--- config.mk ---
export PLATFORM = sky130hd
export DESIGN_NAME = cl_dram_stat
export DESIGN_NICKNAME = d
export VERILOG_FILES = /design/src/verilog/cl_dram_pkg.sv /design/src/verilog/lib_pipe.sv /design/src/verilog/rst_sync.sv /design/src/verilog/ddr_stat_regs.sv /design/src/verilog/ddr_stat_chan.sv /design/src/verilog/cl_dram_stat.sv
export SDC_FILE = /design/constraint.sdc
export NUM_CORES = 2
export LEC_CHECK = 0
export ABC_AREA = 1
export BUFFER_PORTS_ARGS = -buffer_cell sky130_fd_sc_hd__buf_2
export CAP_MARGIN = 20
export CORE_MARGIN = 2
export CORE_UTILIZATION = 49
export DETAILED_ROUTE_END_ITERATION = 16
export PLACE_DENSITY_LB_ADDON = 0.08
export RECOVER_POWER = 100
export SYNTH_ARGS = -nofsm -noshare
export SYNTH_HDL_FRONTEND = slang
export SYNTH_HIERARCHICAL = 1
export SYNTH_SLANG_ARGS = --single-unit
export TNS_END_PERCENT = 100
--- constraint.sdc ---
create_clock -name clk -period 4.85 [get_ports clk]
set_input_delay 0.97 -clock clk [delete_from_list [all_inputs] [get_ports clk]]
set_output_delay 0.97 -clock clk [all_outputs]
set_load 0.02 [all_outputs]
--- src/verilog/cl_dram_pkg.sv ---
/*
 * shared sizes and status bus types for the dram status path
 * register index width is derived from STAT_REG_DEPTH, which must be a power of two
 */

package cl_dram_pkg;

   // ----------------------------------------------------------
   // structure
   // ----------------------------------------------------------

   // ddr channels a, b and d
   localparam int NUM_DDR_CHAN    = 3;

   // retiming depth on the way to and from the ddr controller
   localparam int STAT_CFG_STAGES = 8;

   // branch pipe depth on the status reset
   localparam int RST_PIPE_STAGES = 4;

   // ----------------------------------------------------------
   // status bus widths
   // ----------------------------------------------------------

   localparam int STAT_ADDR_W     = 8;
   localparam int STAT_DATA_W     = 32;
   localparam int STAT_INT_W      = 8;

   // register file per channel, decoded from the low address bits
   localparam int STAT_REG_DEPTH  = 16;
   localparam int STAT_IDX_W      = $clog2(STAT_REG_DEPTH);

   // ----------------------------------------------------------
   // status bus payloads
   // ----------------------------------------------------------

   // request toward the controller, 42 bits
   typedef struct packed {
      logic                   wr;
      logic                   rd;
      logic [STAT_ADDR_W-1:0] addr;
      logic [STAT_DATA_W-1:0] wdata;
   } stat_req_t;

   // response back from the controller, 41 bits
   typedef struct packed {
      logic                   ack;
      logic [STAT_INT_W-1:0]  intr;
      logic [STAT_DATA_W-1:0] rdata;
   } stat_ack_t;

endpackage

--- src/verilog/lib_pipe.sv ---
/*
 * plain register pipeline, STAGES must be 1 or more
 * every stage clears to zero on a synchronous low rst_n
 */
`timescale 1ns/1ps

module lib_pipe #(
   parameter type payload_t = logic,
   parameter int  STAGES    = 1
)
(
   input  logic     clk,
   input  logic     rst_n,
   input  payload_t in_bus,
   output payload_t out_bus
);

   payload_t stage_q [STAGES];

   always_ff @(posedge clk)
   begin
      if (!rst_n)
      begin
         for (int i = 0; i < STAGES; i++)
            stage_q[i] <= '0;
      end
      else
      begin
         stage_q[0] <= in_bus;
         // shift toward the output end
         for (int i = 1; i < STAGES; i++)
            stage_q[i] <= stage_q[i-1];
      end
   end

   assign out_bus = stage_q[STAGES-1];

endmodule

--- src/verilog/rst_sync.sv ---
/*
 * two-flop reset synchronizer followed by the status branch pipe
 * stat_rst_n releases 2 + RST_PIPE_STAGES cycles after pipe_rst_n goes high
 */
`timescale 1ns/1ps

module rst_sync
   import cl_dram_pkg::*;
(
   input  logic clk,
   input  logic pipe_rst_n,
   output logic stat_rst_n
);

   logic pre_sync_rst_n;
   logic sync_rst_n;

   // ----------------------------------------------------------
   // synchronizer
   // ----------------------------------------------------------

   always_ff @(posedge clk)
   begin
      if (!pipe_rst_n)
      begin
         pre_sync_rst_n <= 1'b0;
         sync_rst_n     <= 1'b0;
      end
      else
      begin
         pre_sync_rst_n <= 1'b1;
         sync_rst_n     <= pre_sync_rst_n;
      end
   end

   // ----------------------------------------------------------
   // branch pipe toward the status logic
   // ----------------------------------------------------------

   // free-running, so it carries the low level while sync_rst_n is held
   lib_pipe #(
      .payload_t (logic),
      .STAGES    (RST_PIPE_STAGES)
   ) STAT_SLC_RST_N (
      .clk     (clk),
      .rst_n   (1'b1),
      .in_bus  (sync_rst_n),
      .out_bus (stat_rst_n)
   );

endmodule

--- src/verilog/ddr_stat_regs.sv ---
/*
 * status register block of one ddr controller, only addr[3:0] decodes
 * wr wins over rd; each request is acked one cycle after it is sampled
 */
`timescale 1ns/1ps

module ddr_stat_regs
   import cl_dram_pkg::*;
(
   input  logic      clk,
   input  logic      rst_n,
   input  stat_req_t req,
   output stat_ack_t rsp
);

   logic [STAT_DATA_W-1:0] regs [STAT_REG_DEPTH];
   logic [STAT_IDX_W-1:0]  idx;
   logic                   is_wr;
   logic                   is_rd;
   logic [STAT_INT_W-1:0]  intr_nxt;
   stat_ack_t              rsp_nxt;

   // upper address bits alias onto the same register
   assign idx   = req.addr[STAT_IDX_W-1:0];
   assign is_wr = req.wr;
   assign is_rd = req.rd & ~req.wr;

   // ----------------------------------------------------------
   // response build
   // ----------------------------------------------------------

   // interrupt byte as register 0 stands once this edge has passed
   always_comb
   begin
      if (is_wr && (idx == '0))
         intr_nxt = req.wdata[STAT_INT_W-1:0];
      else
         intr_nxt = regs[0][STAT_INT_W-1:0];
   end

   always_comb
   begin
      rsp_nxt = '0;
      if (is_wr || is_rd)
      begin
         rsp_nxt.ack  = 1'b1;
         rsp_nxt.intr = intr_nxt;
         // writes return zero data
         if (is_rd)
            rsp_nxt.rdata = regs[idx];
      end
   end

   // ----------------------------------------------------------
   // register file and response flop
   // ----------------------------------------------------------

   always_ff @(posedge clk)
   begin
      if (!rst_n)
      begin
         for (int i = 0; i < STAT_REG_DEPTH; i++)
            regs[i] <= '0;
      end
      else if (is_wr)
      begin
         regs[idx] <= req.wdata;
      end
   end

   always_ff @(posedge clk)
   begin
      if (!rst_n)
         rsp <= '0;
      else
         rsp <= rsp_nxt;
   end

endmodule

--- src/verilog/ddr_stat_chan.sv ---
/*
 * one ddr status channel with retiming on both directions
 * round trip is 2 * STAT_CFG_STAGES + 1 register stages, acks keep request order
 */
`timescale 1ns/1ps

module ddr_stat_chan
   import cl_dram_pkg::*;
(
   input  logic      clk,
   input  logic      rst_n,
   input  stat_req_t req,
   output stat_ack_t rsp
);

   // request and response at the controller side of the pipes
   stat_req_t req_q;
   stat_ack_t rsp_q;

   // ----------------------------------------------------------
   // request retiming
   // ----------------------------------------------------------

   lib_pipe #(
      .payload_t (stat_req_t),
      .STAGES    (STAT_CFG_STAGES)
   ) PIPE_DDR_STAT (
      .clk     (clk),
      .rst_n   (rst_n),
      .in_bus  (req),
      .out_bus (req_q)
   );

   // controller status port
   ddr_stat_regs DDR_STAT_REGS (
      .clk   (clk),
      .rst_n (rst_n),
      .req   (req_q),
      .rsp   (rsp_q)
   );

   // ----------------------------------------------------------
   // acknowledge retiming
   // ----------------------------------------------------------

   lib_pipe #(
      .payload_t (stat_ack_t),
      .STAGES    (STAT_CFG_STAGES)
   ) PIPE_DDR_STAT_ACK (
      .clk     (clk),
      .rst_n   (rst_n),
      .in_bus  (rsp_q),
      .out_bus (rsp)
   );

endmodule

--- src/verilog/cl_dram_stat.sv ---
/*
 * status and configuration path of the dram card logic, one status bus per ddr channel
 * requests issued before the status reset releases are dropped; there is no back-pressure
 */
`timescale 1ns/1ps

module cl_dram_stat
   import cl_dram_pkg::*;
(
   input  logic      clk,
   input  logic      pipe_rst_n,
   input  stat_req_t stat_req [NUM_DDR_CHAN],
   output stat_ack_t stat_ack [NUM_DDR_CHAN]
);

   logic stat_rst_n;

   // ----------------------------------------------------------
   // reset tree
   // ----------------------------------------------------------

   rst_sync RST_SYNC (
      .clk        (clk),
      .pipe_rst_n (pipe_rst_n),
      .stat_rst_n (stat_rst_n)
   );

   // ----------------------------------------------------------
   // status channels
   // ----------------------------------------------------------

   // index 0, 1, 2 map to ddr a, b, d
   for (genvar ch = 0; ch < NUM_DDR_CHAN; ch++)
   begin : g_chan
      ddr_stat_chan DDR_STAT_CHAN (
         .clk   (clk),
         .rst_n (stat_rst_n),
         .req   (stat_req[ch]),
         .rsp   (stat_ack[ch])
      );
   end

endmodule

# [Yosys cells after proc, flatten, opt, wreduce, memory -nomap -nowiden]
# Memory sizes are Yosys's and may differ from the RTL's.
# Cells that the tools add are included.
[totals] word_cells=171 mem_bits_rw=3532 input_bits=128 register_bits=125 output_inout_bits=123 n_memories=10
[memory_table] memory="g_chan[0].DDR_STAT_CHAN.DDR_STAT_REGS.regs" depth=16 width=32 rd=2 rd_clocked_by_memory_dff=0 wr=16 line="ddr_stat_regs.sv:16" text="logic [STAT_DATA_W-1:0] regs [STAT_REG_DEPTH];"
[memory_table] memory="g_chan[1].DDR_STAT_CHAN.DDR_STAT_REGS.regs" depth=16 width=32 rd=2 rd_clocked_by_memory_dff=0 wr=16 line="ddr_stat_regs.sv:16"
[memory_table] memory="g_chan[2].DDR_STAT_CHAN.DDR_STAT_REGS.regs" depth=16 width=32 rd=2 rd_clocked_by_memory_dff=0 wr=16 line="ddr_stat_regs.sv:16"
[memory_table] memory="g_chan[0].DDR_STAT_CHAN.PIPE_DDR_STAT.stage_q" depth=8 width=42 rd=8 rd_clocked_by_memory_dff=0 wr=8 line="lib_pipe.sv:18" text="payload_t stage_q [STAGES];"
[memory_table] memory="g_chan[1].DDR_STAT_CHAN.PIPE_DDR_STAT.stage_q" depth=8 width=42 rd=8 rd_clocked_by_memory_dff=0 wr=8 line="lib_pipe.sv:18"
[memory_table] memory="g_chan[2].DDR_STAT_CHAN.PIPE_DDR_STAT.stage_q" depth=8 width=42 rd=8 rd_clocked_by_memory_dff=0 wr=8 line="lib_pipe.sv:18"
[memory_table] memory="4 more memories"
[classes] mux=78 reduce_logical=18 bitwise=54
[op_table] op="2-to-1 mux 41 bit" count=27
[op_table] op="2-to-1 mux 42 bit" count=24
[op_table] op="2-to-1 mux 32 bit" count=6
[op_table] op="OR reduction 32 bit" count=3
[op_table] op="OR 1 bit" count=48
[op_table] op="2-to-1 mux 8 bit" count=3
[op_table] op="2-to-1 mux 1 bit" count=15
[op_table] op="zero test 4 bit" count=3
[op_table] op="2-to-1 mux 4 bit" count=3
[op_table] op="AND reduction 3 bit" count=3
[op_table] op="AND reduction 2 bit" count=3
[op_table] op="AND 1 bit" count=3
[op_table] op="logical AND 1 bit" count=3
[op_table] op="logical OR 1 bit" count=3
[op_table] op="NOT 1 bit" count=3

# [Depth between registers and ports, before layout]
# An unclocked memory read counts as a cell.
[depth] depth_word=6 depth_mapped=13 mapped_depth_nobuf=9

# [By module]
# Netlist, hierarchy kept.
[modules_own_cells] module="ddr_stat_regs (g_chan[1].DDR_STAT_CHAN.DDR_STAT_REGS ...)" cells_per_inst=2764 seq_area_each_um2=16195.5 area_per_inst_um2=24648.6 instances=2
[modules_own_cells] module="lib_pipe (g_chan[0].DDR_STAT_CHAN.PIPE_DDR_STAT ...)" cells_per_inst=1087 seq_area_each_um2=6726.5 area_per_inst_um2=9776.9 instances=3
[modules_own_cells] module="lib_pipe (g_chan[0].DDR_STAT_CHAN.PIPE_DDR_STAT_ACK ...)" cells_per_inst=1061 seq_area_each_um2=6566.3 area_per_inst_um2=9738.1 instances=3
[modules_own_cells] module="ddr_stat_regs (g_chan[0].DDR_STAT_CHAN.DDR_STAT_REGS)" cells_per_inst=2762 seq_area_each_um2=16195.5 area_per_inst_um2=24638.6 instances=1
[modules_own_cells] module="lib_pipe (RST_SYNC.STAT_SLC_RST_N)" cells_per_inst=12 seq_area_each_um2=80.1 area_per_inst_um2=110.1 instances=1
[modules_own_cells] module="rst_sync" cells_per_inst=5 seq_area_each_um2=40.0 area_per_inst_um2=51.3 instances=1

# [Worst setup path after synthesis]
# OpenSTA, ideal clock, no wires.
[synth_timing] path_type="reg2reg" start="memory RST_SYNC/STAT_SLC_RST_N/stage_q[3] (netlist bit)" end="memory g_chan[0].DDR_STAT_CHAN.DDR_STAT_REGS.regs[10][0] (enable)" setup_time_ns=0.389 path_slack_ns=1.996 period_less_slack_ns=2.854 arrival_time_ns=2.464 path_buffers=2 required_time_ns=4.461 stages_incl_launch_ff=7 path_cell_list="dfxtp_1 buf_4 nand2_1 nor3_1 nand2_1 buf_2 nand2_1"
[synth_lines] element="start, declared" line="lib_pipe.sv:18"
[synth_lines] element="end, declared" line="ddr_stat_regs.sv:16"

==> results.sh <==
export IMPL_yosys_warnings=6
export IMPL_fmax_ghz=0.252
export IMPL_drc=0
export IMPL_cts_buffer_depth=4
export IMPL_post_cts_buffers=0
export IMPL_pwr_share_clk=0.467
export IMPL_cp_start_kind="flop"
export IMPL_io_pins=251
export IMPL_dieArea_um2=269000
export IMPL_fin_area_um2=143000
export IMPL_clock_latency_ps=920
export IMPL_place_area_um2=131000
export IMPL_total_power_mw=59.0
export IMPL_endpoint_kind="flop"
export IMPL_rsz0062_at_grt="no"
export IMPL_internal_power_mw=47.4
export IMPL_holdCritPathClass="input pin to flop"
export IMPL_post_route_min_period_ps=3970
export IMPL_syn2layout_area_growth_pct=9.75
export IMPL_clk_pin_slew_ps=60
export IMPL_required_ps=5420
export IMPL_power_leakage_nw=74.1
export IMPL_rows=189
export IMPL_ant_nets=0
export IMPL_drive_gt1_frac=0.0541
export IMPL_switching_power_mw=11.6
export IMPL_setup_viol=0
export IMPL_cts_tree="yes"
export IMPL_slew_headroom=-0.972
export IMPL_critPathKind="flop to flop"
export IMPL_top_layer="met4"
export IMPL_core_area_um2=264000
export IMPL_cts_resized=0
export IMPL_syn_avg_cell_area_um2=8.99
export IMPL_clock_sinks=3561
export IMPL_fin_setup_tns_ps=0
export IMPL_peakVddDrop_mv=0.412
export IMPL_grt_pass1_wl_mm=439
export IMPL_dieHeight_um=519
export IMPL_netlist_area_um2=130000
export IMPL_worstPathMaxFanout=43
export IMPL_overflow=0
export IMPL_seqPwrFrac=0.529
export IMPL_dr_wl_met3_mm=17.0
export IMPL_post_route_period_util=0.819
export IMPL_synthCells=14500
export IMPL_cts_hold_buf=0
export IMPL_fin_nets=14300
export IMPL_antenna_found_initial=1
export IMPL_wirelength_mm=277
export IMPL_grt_use_total=0.203
export IMPL_first_iter_violations=5945
export IMPL_die_width_um=519
export IMPL_hpwl_mm=154
export IMPL_cp_arrival_ps=4540
export IMPL_p_sw_frac=0.197
export IMPL_cap_viol_max_count=39
export IMPL_cts_max_level=5
export IMPL_met1_length_mm=122
export IMPL_drtPass1Iterations=9
export IMPL_tightest_slew_ps=2960
export IMPL_power_share_combinational=0.004
export IMPL_num_vias=83700
export IMPL_start_util=0.491
export IMPL_cts_made_buffers=365
export IMPL_cts_root_buffer="clkbuf_16"
export IMPL_violations="capacitance limit, slew limit"
export IMPL_fin_skew_ps=36.0
export IMPL_grt_max_degree=309
export IMPL_wl_met2_mm=132
export IMPL_finalMaxSlewViolations=1911
export IMPL_pwr_density_cell_nw_per_um2=414
export IMPL_port_buffers=238
export IMPL_hold_viol=0
export IMPL_grt_pass1_vias=81500
export IMPL_status="finished with violations"
export IMPL_gp_congestion=0.792
export IMPL_wl_per_cell_um=15.4
export IMPL_via_per_inst=4.64
==> placed cells by master, fill, tap and decap left out <==
master      count
nand2_1      6052
dfxtp_1      2019
inv_1        1997
nor2_1       1740
edfxtp_1     1536
clkbuf_16     374
clkbuf_1      273
buf_2         114
clkinv_2       67
buf_4          62
clkbuf_8       59
clkinv_1       40
a21oi_1        24
o21ai_0        20
bufinv_16      19
clkbuf_2       18
buf_12         17
inv_6          11
nor3_1          9
nor2_4          9
clkinv_8        7
dfxtp_4         6
inv_16          6
clkinv_16       5
conb_1          4
clkbuf_4        3
nand3_1         3
nand3b_1        3
inv_4           2
clkinvlp_2      2
buf_16          2
diode_2         1
clkinvlp_4      1
inv_2           1
==> critical path, cell delays in order, from the launching register on <==
cell and delay, ps:
dfxtp_4 710, clkbuf_1 1430, nor2_1 330, nand2_1 160, buf_4 480, nand2_1 90, buf_4 360
==> state kept, by name, indices dropped and copies added, names as in the netlist <==
register and count:
g_chan.DDR_STAT_CHAN/DDR_STAT_REGS/regs 1536, g_chan.DDR_STAT_CHAN/PIPE_DDR_STAT_ACK/stage_q 984, g_chan.DDR_STAT_CHAN/PIPE_DDR_STAT/stage_q 912, g_chan.DDR_STAT_CHAN/DDR_STAT_REGS/rsp 123, RST_SYNC/STAT_SLC_RST_N/stage_q 4, RST_SYNC/pre_sync_rst_n 1, RST_SYNC/sync_rst_n 1
==> per-layer routing <==
layer  global-route usage  up-vias
met1                0.269    39300
met5                    0        -
met4               0.0569        0
li1                     -    41900
met3               0.0327      434
met2                0.345     2104
==> final cells by class <==
class                      instances  area [um^2]
antenna                            1         2.50
clock buffer                     528        10500
clock inverter                   137         1460
fill                           24500       122000
inverter                        2021         7600
multi-input combinational       7864        29700
sequential                      3561        86700
tap                             3533         4420
timing repair buffer             394         2200
==> final timing paths <==
| kind | start | endpoint | slack (ps) | cells after the start |
|---|---|---|---|---|
| max | flop | flop | 880 | 6 |
| min reg2reg | g_chan[2].DDR_STAT_CHAN/DDR_STAT_REGS/rsp[6]$_SDFF_PN0_ | flop | 390 | 2 |
| max reg2reg | flop | flop | 880 | 6 |
| min | pipe_rst_n | RST_SYNC/pre_sync_rst_n$_DFF_P_ | 220 | 1 |
==> power groups by stage <==
stage	clock [mW]	combinational (mW)	sequential (mW)
2_1_floorplan	0	0.175	31.8
3_3_place_gp	0	0.266	31.8
3_5_place_dp	0	0.270	31.9
4_1_cts	28.3	0.270	31.2
5_1_grt	29.5	0.301	31.2
6_report	27.6	0.262	31.2
==> stage by stage <==
step / util / worst slack, ps / hold slack [ps] / cells
6_report: 0.539 / 880 / 217 / 18000
5_1_grt: 0.539 / 721 / 171 / 18000
4_1_cts: 0.541 / 1590 / 113 / 18000
3_5_place_dp: 0.495 / 1620 / 395 / 17400
3_3_place_gp: 0.495 / 1650 / 392 / 17400
2_1_floorplan: - / 2000 / 386 / 14500
No activity file was read; power rests on OpenSTA's default activity.
